$ cat config.mk
export PLATFORM = sky130hd
export DESIGN_NAME = instructionControl
export DESIGN_NICKNAME = d
export VERILOG_FILES = /design/src/timingPkg.sv /design/src/opPkg.sv /design/src/addressSequencer.sv /design/src/decoder.sv /design/src/instructionControl.sv
export SDC_FILE = /design/constraint.sdc
export NUM_CORES = 1
export LEC_CHECK = 0
export BUFFER_PORTS_ARGS = -buffer_cell sky130_fd_sc_hd__buf_2
export CELL_PAD_IN_SITES_DETAIL_PLACEMENT = 2
export CELL_PAD_IN_SITES_GLOBAL_PLACEMENT = 2
export CORE_MARGIN = 2
export CORE_UTILIZATION = 36
export CTS_CLUSTER_DIAMETER = 80
export DETAILED_ROUTE_END_ITERATION = 10
export GPL_TIMING_DRIVEN = 0
export PLACE_DENSITY = 0.91
export SKIP_CTS_REPAIR_TIMING = 1
export SLEW_MARGIN = 20
export SYNTH_ARGS = -nofsm -noshare
export SYNTH_HDL_FRONTEND = slang
export SYNTH_SLANG_ARGS = --single-unit
$ cat constraint.sdc
create_clock -name clk -period 14 [get_ports clk]
set_clock_uncertainty 0.15 [all_clocks]
set_input_delay 0 -clock clk [delete_from_list [all_inputs] [get_ports clk]]
set_output_delay 0 -clock clk [all_outputs]
set_load 0.01 [all_outputs]
$ cat src/timingPkg.sv
package timingPkg;

    // step counter width, enough for the longest instruction
    localparam int stepW = 3;

    typedef enum logic [3:0] {
        IMPL = 4'd0,
        ACC  = 4'd1,
        IMM  = 4'd2,
        ZPG  = 4'd3,
        ZPGX = 4'd4,
        ZPGY = 4'd5,
        ABS  = 4'd6,
        ABSX = 4'd7,
        ABSY = 4'd8,
        IND  = 4'd9,
        INDX = 4'd10,
        INDY = 4'd11,
        REL  = 4'd12,
        STK  = 4'd13
    } addrModeT;

    // base cycles per mode, fetch cycle included
    localparam logic [stepW-1:0] cycleCount [14] = '{
        3'd2, 3'd2, 3'd2, 3'd3, 3'd4, 3'd4, 3'd4,
        3'd4, 3'd4, 3'd5, 3'd6, 3'd5, 3'd2, 3'd3
    };

    typedef struct packed {
        logic pcInc;
        logic fetchLo;
        logic fetchHi;
        logic indexAdd;
        logic memRead;
        logic memWrite;
        logic lastCycle;
    } ctrlFlagsT;

endpackage
$ cat src/opPkg.sv
package opPkg;

    import timingPkg::*;

    // documented 6502 mnemonics, ILL for everything else
    typedef enum logic [5:0] {
        ADC, AND, ASL, BCC, BCS, BEQ, BIT, BMI,
        BNE, BPL, BRK, BVC, BVS, CLC, CLD, CLI,
        CLV, CMP, CPX, CPY, DEC, DEX, DEY, EOR,
        INC, INX, INY, JMP, JSR, LDA, LDX, LDY,
        LSR, NOP, ORA, PHA, PHP, PLA, PLP, ROL,
        ROR, RTI, RTS, SBC, SEC, SED, SEI, STA,
        STX, STY, TAX, TAY, TSX, TXA, TXS, TYA,
        ILL
    } mnemonicT;

    // what the data cycle does
    typedef enum logic [2:0] {
        READ    = 3'd0,
        WRITE   = 3'd1,
        RMW     = 3'd2,
        BRANCH  = 3'd3,
        JUMP    = 3'd4,
        STACK   = 3'd5,
        IMPLIED = 3'd6,
        ILLEGAL = 3'd7
    } instrClassT;

    typedef struct packed {
        mnemonicT   mnemonic;
        addrModeT   mode;
        instrClassT iclass;
        logic       illegal;
    } decodedT;

endpackage

$ cat src/addressSequencer.sv
module addressSequencer import opPkg::*, timingPkg::*; (
    input  decodedT          decoded,
    input  logic [stepW-1:0] step,
    input  logic [stepW-1:0] limit,
    input  logic             active,
    output ctrlFlagsT        flags
);

    ctrlFlagsT        seqFlags;
    logic             memMode;
    logic [stepW-1:0] dataStep;
    logic             isRmw;

    assign memMode = decoded.mode inside {ZPG, ZPGX, ZPGY, ABS, ABSX, ABSY, INDX, INDY};
    assign isRmw   = (decoded.iclass == RMW);

    // rmw reads first, then two write cycles
    assign dataStep = isRmw ? limit - 3'd3 : limit - 3'd1;

    always_comb begin
        seqFlags = '0;
        case (decoded.mode)
            IMM, REL: begin
                if (step == 3'd1) seqFlags.pcInc = 1'b1;
            end
            ZPG, ZPGX, ZPGY: begin
                case (step)
                    3'd1: {seqFlags.pcInc, seqFlags.fetchLo} = 2'b11;
                    3'd2: seqFlags.indexAdd = (decoded.mode != ZPG);
                    default: ;
                endcase
            end
            ABS, ABSX, ABSY, IND: begin
                case (step)
                    3'd1: {seqFlags.pcInc, seqFlags.fetchLo} = 2'b11;
                    3'd2: {seqFlags.pcInc, seqFlags.fetchHi} = 2'b11;
                    3'd3: begin
                        seqFlags.indexAdd = (decoded.mode == ABSX || decoded.mode == ABSY);
                        seqFlags.fetchLo  = (decoded.mode == IND);
                    end
                    3'd4: seqFlags.fetchHi = (decoded.mode == IND);
                    default: ;
                endcase
            end
            INDX: begin
                case (step)
                    3'd1: {seqFlags.pcInc, seqFlags.fetchLo} = 2'b11;
                    3'd2: seqFlags.indexAdd = 1'b1;
                    3'd3: seqFlags.fetchLo = 1'b1;
                    3'd4: seqFlags.fetchHi = 1'b1;
                    default: ;
                endcase
            end
            INDY: begin
                // pointer read, then Y added to it
                case (step)
                    3'd1: {seqFlags.pcInc, seqFlags.fetchLo} = 2'b11;
                    3'd2: seqFlags.fetchLo = 1'b1;
                    3'd3: seqFlags.fetchHi = 1'b1;
                    3'd4: seqFlags.indexAdd = 1'b1;
                    default: ;
                endcase
            end
            default: ;
        endcase

        seqFlags.memRead = memMode && (step == dataStep)
            && (decoded.iclass == READ || isRmw);
        seqFlags.memWrite = memMode
            && ((decoded.iclass == WRITE && step == dataStep)
            || (isRmw && step >= limit - 3'd2));
        seqFlags.lastCycle = (step == limit - 3'd1);
    end

    assign flags = active ? seqFlags : '0;

endmodule

$ cat src/decoder.sv
module decoder import opPkg::*, timingPkg::*; (
    input  logic [7:0] opcode,
    output decodedT    decoded
);

    logic [2:0] a;
    logic [2:0] b;
    logic [1:0] c;
    mnemonicT   mn;
    addrModeT   md;
    instrClassT cls;

    assign a = opcode[7:5];
    assign b = opcode[4:2];
    assign c = opcode[1:0];

    always_comb begin
        mn = ILL;
        md = IMPL;
        case (c)
            2'b00: begin
                case (b)
                    3'b000: begin
                        md = STK;
                        case (a)
                            3'd0: mn = BRK;
                            3'd1: begin
                                mn = JSR;
                                md = ABS;
                            end
                            3'd2: mn = RTI;
                            3'd3: mn = RTS;
                            3'd5: begin
                                mn = LDY;
                                md = IMM;
                            end
                            3'd6: begin
                                mn = CPY;
                                md = IMM;
                            end
                            3'd7: begin
                                mn = CPX;
                                md = IMM;
                            end
                            default: mn = ILL;
                        endcase
                    end
                    3'b001: begin
                        md = ZPG;
                        case (a)
                            3'd1: mn = BIT;
                            3'd4: mn = STY;
                            3'd5: mn = LDY;
                            3'd6: mn = CPY;
                            3'd7: mn = CPX;
                            default: mn = ILL;
                        endcase
                    end
                    3'b010: begin
                        // stack ops in the low half
                        md = a[2] ? IMPL : STK;
                        case (a)
                            3'd0: mn = PHP;
                            3'd1: mn = PLP;
                            3'd2: mn = PHA;
                            3'd3: mn = PLA;
                            3'd4: mn = DEY;
                            3'd5: mn = TAY;
                            3'd6: mn = INY;
                            default: mn = INX;
                        endcase
                    end
                    3'b011: begin
                        md = ABS;
                        case (a)
                            3'd1: mn = BIT;
                            3'd2: mn = JMP;
                            3'd3: begin
                                mn = JMP;
                                md = IND;
                            end
                            3'd4: mn = STY;
                            3'd5: mn = LDY;
                            3'd6: mn = CPY;
                            3'd7: mn = CPX;
                            default: mn = ILL;
                        endcase
                    end
                    3'b100: begin
                        md = REL;
                        case (a)
                            3'd0: mn = BPL;
                            3'd1: mn = BMI;
                            3'd2: mn = BVC;
                            3'd3: mn = BVS;
                            3'd4: mn = BCC;
                            3'd5: mn = BCS;
                            3'd6: mn = BNE;
                            default: mn = BEQ;
                        endcase
                    end
                    3'b101: begin
                        md = ZPGX;
                        if (a == 3'd4) mn = STY;
                        else if (a == 3'd5) mn = LDY;
                    end
                    3'b110: begin
                        case (a)
                            3'd0: mn = CLC;
                            3'd1: mn = SEC;
                            3'd2: mn = CLI;
                            3'd3: mn = SEI;
                            3'd4: mn = TYA;
                            3'd5: mn = CLV;
                            3'd6: mn = CLD;
                            default: mn = SED;
                        endcase
                    end
                    default: begin
                        md = ABSX;
                        if (a == 3'd5) mn = LDY;
                    end
                endcase
            end
            2'b01: begin
                // mode follows b directly in this group
                case (b)
                    3'd0: md = INDX;
                    3'd1: md = ZPG;
                    3'd2: md = IMM;
                    3'd3: md = ABS;
                    3'd4: md = INDY;
                    3'd5: md = ZPGX;
                    3'd6: md = ABSY;
                    default: md = ABSX;
                endcase
                case (a)
                    3'd0: mn = ORA;
                    3'd1: mn = AND;
                    3'd2: mn = EOR;
                    3'd3: mn = ADC;
                    3'd4: mn = (b == 3'd2) ? ILL : STA;
                    3'd5: mn = LDA;
                    3'd6: mn = CMP;
                    default: mn = SBC;
                endcase
            end
            2'b10: begin
                case (a)
                    3'd0: mn = ASL;
                    3'd1: mn = ROL;
                    3'd2: mn = LSR;
                    3'd3: mn = ROR;
                    3'd4: mn = STX;
                    3'd5: mn = LDX;
                    3'd6: mn = DEC;
                    default: mn = INC;
                endcase
                case (b)
                    3'b000: begin
                        md = IMM;
                        if (a != 3'd5) mn = ILL;
                    end
                    3'b001: md = ZPG;
                    3'b010: begin
                        md = a[2] ? IMPL : ACC;
                        if (a == 3'd4) mn = TXA;
                        else if (a == 3'd5) mn = TAX;
                        else if (a == 3'd6) mn = DEX;
                        else if (a == 3'd7) mn = NOP;
                    end
                    3'b011: md = ABS;
                    3'b101: md = (a == 3'd4 || a == 3'd5) ? ZPGY : ZPGX;
                    3'b110: begin
                        if (a == 3'd4) mn = TXS;
                        else if (a == 3'd5) mn = TSX;
                        else mn = ILL;
                    end
                    3'b111: begin
                        // no STX abs,Y on this part
                        md = (a == 3'd5) ? ABSY : ABSX;
                        if (a == 3'd4) mn = ILL;
                    end
                    default: mn = ILL;
                endcase
            end
            default: mn = ILL;
        endcase
    end

    always_comb begin
        case (mn)
            LDA, LDX, LDY, ADC, AND, EOR, ORA, SBC, CMP, CPX, CPY, BIT: cls = READ;
            STA, STX, STY: cls = WRITE;
            ASL, LSR, ROL, ROR: cls = (md == ACC) ? IMPLIED : RMW;
            INC, DEC: cls = RMW;
            BCC, BCS, BEQ, BMI, BNE, BPL, BVC, BVS: cls = BRANCH;
            JMP, JSR: cls = JUMP;
            BRK, RTI, RTS, PHA, PHP, PLA, PLP: cls = STACK;
            ILL: cls = ILLEGAL;
            default: cls = IMPLIED;
        endcase
    end

    assign decoded.mnemonic = mn;
    assign decoded.mode     = (mn == ILL) ? IMPL : md;
    assign decoded.iclass   = cls;
    assign decoded.illegal  = (mn == ILL);

endmodule

$ cat src/instructionControl.sv
module instructionControl import opPkg::*, timingPkg::*; (
    input  logic             clk,
    input  logic             rst,
    input  logic             fetch,
    input  logic [7:0]       opcode,
    output decodedT          decoded,
    output ctrlFlagsT        flags,
    output logic [stepW-1:0] step,
    output logic             active
);

    logic [7:0]       opReg;
    logic [stepW-1:0] limit;

    decoder i_decoder (
        .opcode  (opReg),
        .decoded (decoded)
    );

    // base count from the mode table, then class exceptions
    always_comb begin
        limit = cycleCount[decoded.mode];
        if (decoded.iclass == RMW) begin
            limit = limit + 3'd2;
        end else if (decoded.iclass == JUMP && decoded.mode == ABS) begin
            limit = 3'd3;
        end
    end

    addressSequencer i_addressSequencer (
        .decoded (decoded),
        .step    (step),
        .limit   (limit),
        .active  (active),
        .flags   (flags)
    );

    always_ff @(posedge clk) begin
        if (rst) begin
            opReg  <= 8'hEA;
            step   <= '0;
            active <= 1'b0;
        end else if (fetch) begin
            // new opcode wins, even mid-instruction
            opReg  <= opcode;
            step   <= 3'd1;
            active <= 1'b1;
        end else if (active) begin
            if (flags.lastCycle) active <= 1'b0;
            else step <= step + 3'd1;
        end
    end

endmodule

==> impl_metrics.csv, run 1 <==
group,metric,value,unit
sta,hold_slack,-38.4,ps
die,width_of_the_die,97.4,um
clocking,clock-root-buffer,"sky130_fd_sc_hd__clkbuf_8",
critical_path,worst-setup-path-type,"reg -> reg",
logic_synthesis,synth.yosys.warnings,0,
clocking,clock_latency,240,ps
die,fp.dieH,97.4,um
critical_path,slowest_stage,"sky130_fd_sc_hd__nor3_1",
power,powerDensity,86.6,nW/um^2
routing,vias_per_cell,6.46,
critical_path,critical_path.n_buffers_inverters,4,
sta,achievable-frequency,0.152,GHz
logic_synthesis,synth.avg_cell_area,6.82,um^2
sta,rsz0062_at_grt,"no",
critical_path,timing.critical_path.to_type,"register",
power,worst_ir_drop_vdd,81.9,uV
critical_path,worstPathRequired,13980,ps
final_layout,multi_input_comb_area,2530,um^2
logic_synthesis,yosys_cell_types,89,
critical_path,cp_slowest_stage_delay,580,ps
grt,grt_antenna_before_repair,0,
clocking,clock_sink_count,12,
sta,final.period_utilization,0.470,
sta,setup_viol,0,
critical_path,arrival,6560,ps
final_layout,fill_cells,1089,
die,core,8590,um^2
sta,timing.final.hold_violations,4,
placed_design,final_wtd_congestion,0.960,
critical_path,worstPathMaxFanout,10,
critical_path,start_kind,"register",
grt,gr-usage-all-layers,0.287,
grt,grt_overflow,0,
clocking,cts-buffers-inserted,3,
logic_synthesis,netlist_area,3140,um^2
sta,fin_setup_tns,0,ps
sta,drv_slew,0,
critical_path,critical-path-top-delay-family,"simple AND/OR/NAND/NOR gates",
final_layout,area.growth.synth_to_final,13.6,%
min_path,timing.hold.worst.class,"in -> reg",
clocking,clockBufferDepth,2,
routing,vias,3953,
clocking,cts_max_level,1,
run_status,failed_checks,"negative hold slack",
routing,remaining_drc_errors,0,
logic_synthesis,seq_area_frac_synth,0.0766,
grt,grt_pass1_vias,4124,
sta,tightest_slew,698,ps
routing,antenna_violating_nets_post_route,0,
placed_design,dpl.hpwl,10800,um
final_layout,seqCellArea,240,um^2
sta,finalWorstPathRequiredPeriod,6580,ps
routing,first_pass_iters,5,
final_layout,antenna-diode-count,0,
run_status,status,"complete, but fails checks",
die,pin_count,36,
critical_path,ff2ff_setup_slack,7420,ps
clocking,clk_transition_reported_paths,60,ps
logic_synthesis,dominantRegCellSynth,"sky130_fd_sc_hd__dfxtp_1",
logic_synthesis,number_of_synthesized_flops_with_an_enable_pin,0,
placed_design,port_buffers,33,
die,dieArea,9480,um^2
routing,detail_route.wirelength,14300,um
die,floorplan.initialDensity,0.365,
die,rows,34,
critical_path,crit_chain,"buf_2, nor2b_1, clkbuf_1, nor4_1, o41ai_1, a31oi_1, nor3_1, and3_1, clkbuf_1, or2_2, inv_1, ha_1, nand3_2, a21o_1, o21ai_0, ha_1, xor2_1, nor2b_1, nand3_1, a211oi_1, a311oi_2, nand4_2, nor2_1, a2111oi_2",
clocking,tritoncts,"built",
grt,grt_pass1_wl,22600,um
routing,wl_per_cell,23.3,um
logic_synthesis,synthesis.nets,485,
routing,drt_first_iter_violations,278,
job,drv.max_cap_violation_count,0,
logic_synthesis,postSynthRegisterBits,12,
sta,timing.slew.headroom,0.527,
final_layout,finalNetCount,530,
power,leakagePower,1.49,nW
final_layout,layout-drive-gt1-share,0.202,
grt,grt_start_max_net_pins,11,
logic_synthesis,asyncSetResetFlopFracSynth,0,
logic_synthesis,synthesized_netlist_cell_count,460,
==> cell usage after synthesis (9+ instances only) <==
cell,n,area (um^2)
sky130_fd_sc_hd__ha_1,14,175
sky130_fd_sc_hd__a21oi_1,34,170
sky130_fd_sc_hd__nand3_1,19,95.1
sky130_fd_sc_hd__nor3_1,13,65.1
sky130_fd_sc_hd__a31oi_1,11,68.8
sky130_fd_sc_hd__o21ai_0,35,175
sky130_fd_sc_hd__nand2_1,36,135
sky130_fd_sc_hd__inv_1,21,78.8
sky130_fd_sc_hd__buf_2,15,75.1
sky130_fd_sc_hd__o211ai_1,10,75.1
sky130_fd_sc_hd__buf_4,10,75.1
sky130_fd_sc_hd__dfxtp_1,12,240
sky130_fd_sc_hd__clkbuf_1,9,33.8
sky130_fd_sc_hd__nor2_1,40,150
==> logic make-up (layout without fill, tap and decap cells) <==
kind of cell,after synthesis,after routing,synth area share
fa+ha+maj,15,15,0.0594
simple gates,172,172,0.297
xor+xnor,12,12,0.0335
mux,10,10,0.0339
compound gates,168,168,0.382
flops,12,12,0.0766
buf+inv,71,115,0.117
==> metal layers <==
layer	global-route usage	up-vias	wire, um
met3	0.00863	30	580
met2	0.498	137	7220
met1	0.388	1994	6140
met4	0.0823	0	321
li1	-	1792	-
met5	0	-	0
==> cell usage in the layout (no fill, tap or decap), types with 11 or more instances in the layout <==
| cell type | netlist | layout |
|---|---|---|
| sky130_fd_sc_hd__inv_1 | 21 | 21 |
| sky130_fd_sc_hd__o21ai_0 | 35 | 35 |
| sky130_fd_sc_hd__a31oi_1 | 11 | 11 |
| sky130_fd_sc_hd__a21oi_1 | 34 | 34 |
| sky130_fd_sc_hd__nand2_1 | 36 | 36 |
| sky130_fd_sc_hd__ha_1 | 14 | 14 |
| sky130_fd_sc_hd__dfxtp_1 | 12 | 12 |
| sky130_fd_sc_hd__buf_2 | 15 | 48 |
| sky130_fd_sc_hd__nor2_1 | 40 | 40 |
| sky130_fd_sc_hd__nand3_1 | 19 | 19 |
| sky130_fd_sc_hd__nor3_1 | 13 | 13 |
==> worst reg2reg max path: stages, from the launching register on <==
cell                        delay [ps]
sky130_fd_sc_hd__dfxtp_1           330
sky130_fd_sc_hd__buf_2             220
sky130_fd_sc_hd__nor2b_1           150
sky130_fd_sc_hd__clkbuf_1          370
sky130_fd_sc_hd__nor4_1            130
sky130_fd_sc_hd__o41ai_1           460
sky130_fd_sc_hd__a31oi_1           190
sky130_fd_sc_hd__nor3_1            580
sky130_fd_sc_hd__and3_1            250
sky130_fd_sc_hd__clkbuf_1          260
sky130_fd_sc_hd__or2_2             220
sky130_fd_sc_hd__inv_1              80
sky130_fd_sc_hd__ha_1              310
sky130_fd_sc_hd__nand3_2           120
sky130_fd_sc_hd__a21o_1            200
sky130_fd_sc_hd__o21ai_0           210
sky130_fd_sc_hd__ha_1              370
sky130_fd_sc_hd__xor2_1            210
sky130_fd_sc_hd__nor2b_1           470
sky130_fd_sc_hd__nand3_1           180
sky130_fd_sc_hd__a211oi_1          270
sky130_fd_sc_hd__a311oi_2          100
sky130_fd_sc_hd__nand4_2           230
sky130_fd_sc_hd__nor2_1             90
sky130_fd_sc_hd__a2111oi_2         340
==> sequential cells by signal, summed over array words and instances, names as in the netlist <==
name    cells
opReg       8
step        3
active      1
==> worst paths after layout <==
kind | from | end | depth (start not counted)
max | opReg[7]$_SDFFE_PP1P_ | step[2]$_SDFFE_PP0P_ | 24
min reg2reg | opReg[3]$_SDFFE_PP1P_ | opReg[3]$_SDFFE_PP1P_ | 2
max reg2reg | opReg[7]$_SDFFE_PP1P_ | step[2]$_SDFFE_PP0P_ | 24
min | rst | opReg[2]$_SDFFE_PP0P_ | 2
==> metrics by stage <==
stage / power (mW) / cells / util / setup slack [ps] / instance area [um^2]
3_3_place_gp: 0.250 / 601 / 0.400 / 7950 / 3440
2_1_floorplan: 0.198 / 460 / - / 9070 / 3140
5_1_grt: 0.331 / 612 / 0.415 / 7070 / 3560
6_report: 0.309 / 612 / 0.415 / 7420 / 3560
3_5_place_dp: 0.265 / 601 / 0.400 / 7620 / 3440
4_1_cts: 0.304 / 605 / 0.407 / 7570 / 3490
==> power breakdown <==
part	internal (mW)	switching, mW	total [mW]
clock network	0.0248	0.0132	0.0381
registers	0.0368	0.00388	0.0407
logic	0.0835	0.146	0.230
total	0.145	0.163	0.309
==> area by class of cell <==
type / count / share of cell area
timing repair buffer: 40 / 0.0660
buffer: 44 / 0.0741
sequential: 12 / 0.0674
tap: 108 / 0.0379
clock buffer: 4 / 0.0154
inverter: 27 / 0.0291
multi-input combinational: 377 / 0.710
Note: power is estimated with default switching activity, not from simulation.
==> run 2, diff against run 1 <==
- CORE_UTILIZATION: 36 -> 34
- PLACE_DENSITY: 0.91 -> 0.87
- clock period: 14 -> 6.4 ns (I/O delays scaled with it)
==> run 2 against run 1 <==
  * The flow still finishes with violations (negative hold slack)
  * Non-clock buffer count grew 1
  * Wire length shrank 1.7%
  * First-iteration DRC count shrank 15%
  * Critical path depth grew 1
  * Sequential cell count is the same
  * Design area grew 0.63%
  * Sequential share of layout area is essentially flat
  * Combinational power grew 120%
  * Final cell count grew 0.65%
  * Clock-buffer cell count is the same
  * Total power grew 120%
==> impl_metrics.csv, run 2 (synthesis results as in run 1) <==
group,metric,value,unit
run_status,status,"complete, but fails checks",
run_status,failed_checks,"negative hold slack",
sta,finalWorstPathRequiredPeriod,6050,ps
power,worst_ir_drop_vdd,180,uV
die,floorplan.initialDensity,0.345,
die,core,9110,um^2
placed_design,dpl.hpwl,10200,um
power,power.net_switching,355,uW
sta,tightest_slew,709,ps
grt,grt_pass1_vias,4024,
placed_design,port_buffers,33,
power,totalPowerFinal,675,uW
grt,grt_busiest_layer,"met2",
critical_path,slowest_stage,"sky130_fd_sc_hd__a31oi_1",
sta,fin_setup_tns,0,ps
critical_path,timing.critical_path.to_type,"register",
final_layout,layout_commonest_cell,"sky130_fd_sc_hd__buf_2",
clocking,clk_transition_reported_paths,60,ps
critical_path,cpMostUsedCell,"sky130_fd_sc_hd__buf_4",
grt,grt_overflow,0,
grt,grt_start_max_net_pins,11,
sta,drv_slew,0,
routing,vias,3861,
grt,grt_pass1_wl,22300,um
routing,detail_route.wirelength,14000,um
final_layout,area.growth.synth_to_final,14.3,%
clocking,clockBufferDepth,2,
routing,vias_per_cell,6.27,
final_layout,regMostFlops,"opReg",
power,p_sw_frac,0.527,
power,powerDensity,188,nW/um^2
clocking,clock_sink_count,12,
critical_path,worstPathMaxFanout,10,
final_layout,reg_top3,"opReg x8, step x3, active x1",
critical_path,r2r.worst_path.cells,25,
final_layout,finalNetCount,531,
power,p_seq_frac,0.130,
power,cell_internal_pwr,319,uW
sta,achievable-frequency,0.165,GHz
sta,setup_viol,0,
critical_path,worst-setup-path-type,"reg -> reg",
routing,remaining_drc_errors,0,
routing,drt_first_iter_violations,236,
clocking,cts_max_level,1,
min_path,timing.hold.worst.class,"in -> reg",
grt,globalRouteMet1Util,0.394,
routing,wl_per_cell,22.8,um
die,width_of_the_die,100,um
die,rows,35,
die,dieArea,10000,um^2
clocking,tritoncts,"built",
critical_path,cp_slowest_stage_delay,410,ps
grt,gr-usage-all-layers,0.276,
sta,timing.final.hold_violations,1,
critical_path,worstPathRequired,6390,ps
job,drv.max_cap_violation_count,0,
final_layout,layout-drive-gt1-share,0.208,
grt,gr-usage-met3,0.0244,
grt,grt_antenna_before_repair,0,
final_layout,largest_register_ff_count,8,
critical_path,arrival,6050,ps
clocking,cts-buffers-inserted,3,
critical_path,start_kind,"register",
clocking,clock-root-buffer,"sky130_fd_sc_hd__clkbuf_8",
power,clkPwrFrac,0.126,
final_layout,antenna-diode-count,0,
min_path,whs_path_depth,2,
placed_design,final_wtd_congestion,0.966,
sta,hold_slack,-2.61,ps
power,comb_pwr_share,0.743,
clocking,clock_latency,250,ps
die,pin_count,36,
routing,first_pass_iters,5,
power,leakagePower,1.50,nW
sta,rsz0062_at_grt,"no",
final_layout,layout_common_cells,"48 x sky130_fd_sc_hd__buf_2, 40 x sky130_fd_sc_hd__nor2_1, 36 x sky130_fd_sc_hd__nand2_1",
routing,antenna_violating_nets_post_route,0,
die,fp.dieH,100,um
grt,gr-usage-met2,0.461,
sta,timing.slew.headroom,0.520,
sta,final.period_utilization,0.945,
[run 2: stage by stage]
step	std cells	setup slack, ps	util	area [um^2]	hold WS [ps]
after global routing	616	40.9	0.394	3590	28.1
after detailed placement	604	179	0.378	3440	81.0
final	616	349	0.394	3590	-2.61
after global placement	604	403	0.378	3440	65.3
after floorplan	460	1470	-	3140	-21.4
after CTS	608	106	0.384	3500	-170
[run 2: critical path: cells and delay by family, from the launching register on]
family / cells / cell delay, ps
buf+inv: 6 / 1030
fa+ha+maj: 2 / 620
compound gates: 7 / 1940
xor+xnor: 1 / 180
simple gates: 9 / 1710
flops: 1 / 300
[run 2: area by class of cell]
class / count / area (um^2)
fill: 1112 / 5520
multi-input combinational: 377 / 2540
buffer: 44 / 265
timing repair buffer: 41 / 245
sequential: 12 / 240
tap: 111 / 139
inverter: 27 / 104
clock buffer: 4 / 55.1
[run 2: power groups by stage]
stage	sequential [mW]	clock [mW]	combinational, mW
floorplan	0.0881	0	0.346
global placement	0.0890	0	0.461
detailed placement	0.0894	0	0.485
CTS	0.0879	0.0856	0.489
global route	0.0889	0.0910	0.547
finish	0.0880	0.0853	0.501
[run 2: worst paths after layout]
| kind | end | slack [ps] | from |
|---|---|---|---|
| worst max-delay path | step[2]$_SDFFE_PP0P_ | 350 | opReg[5]$_SDFFE_PP1P_ |
| worst min-delay path | step[0]$_SDFFE_PP0P_ | -3 | rst |
| worst max register to register | step[2]$_SDFFE_PP0P_ | 350 | opReg[5]$_SDFFE_PP1P_ |
| worst min register to register | step[1]$_SDFFE_PP0P_ | 560 | step[1]$_SDFFE_PP0P_ |
[run 2: metal layers]
metal	up-vias	routed length (um)
met5	-	0
met4	0	90
met3	10	544
met2	109	6790
met1	1948	6590
li1	1794	-
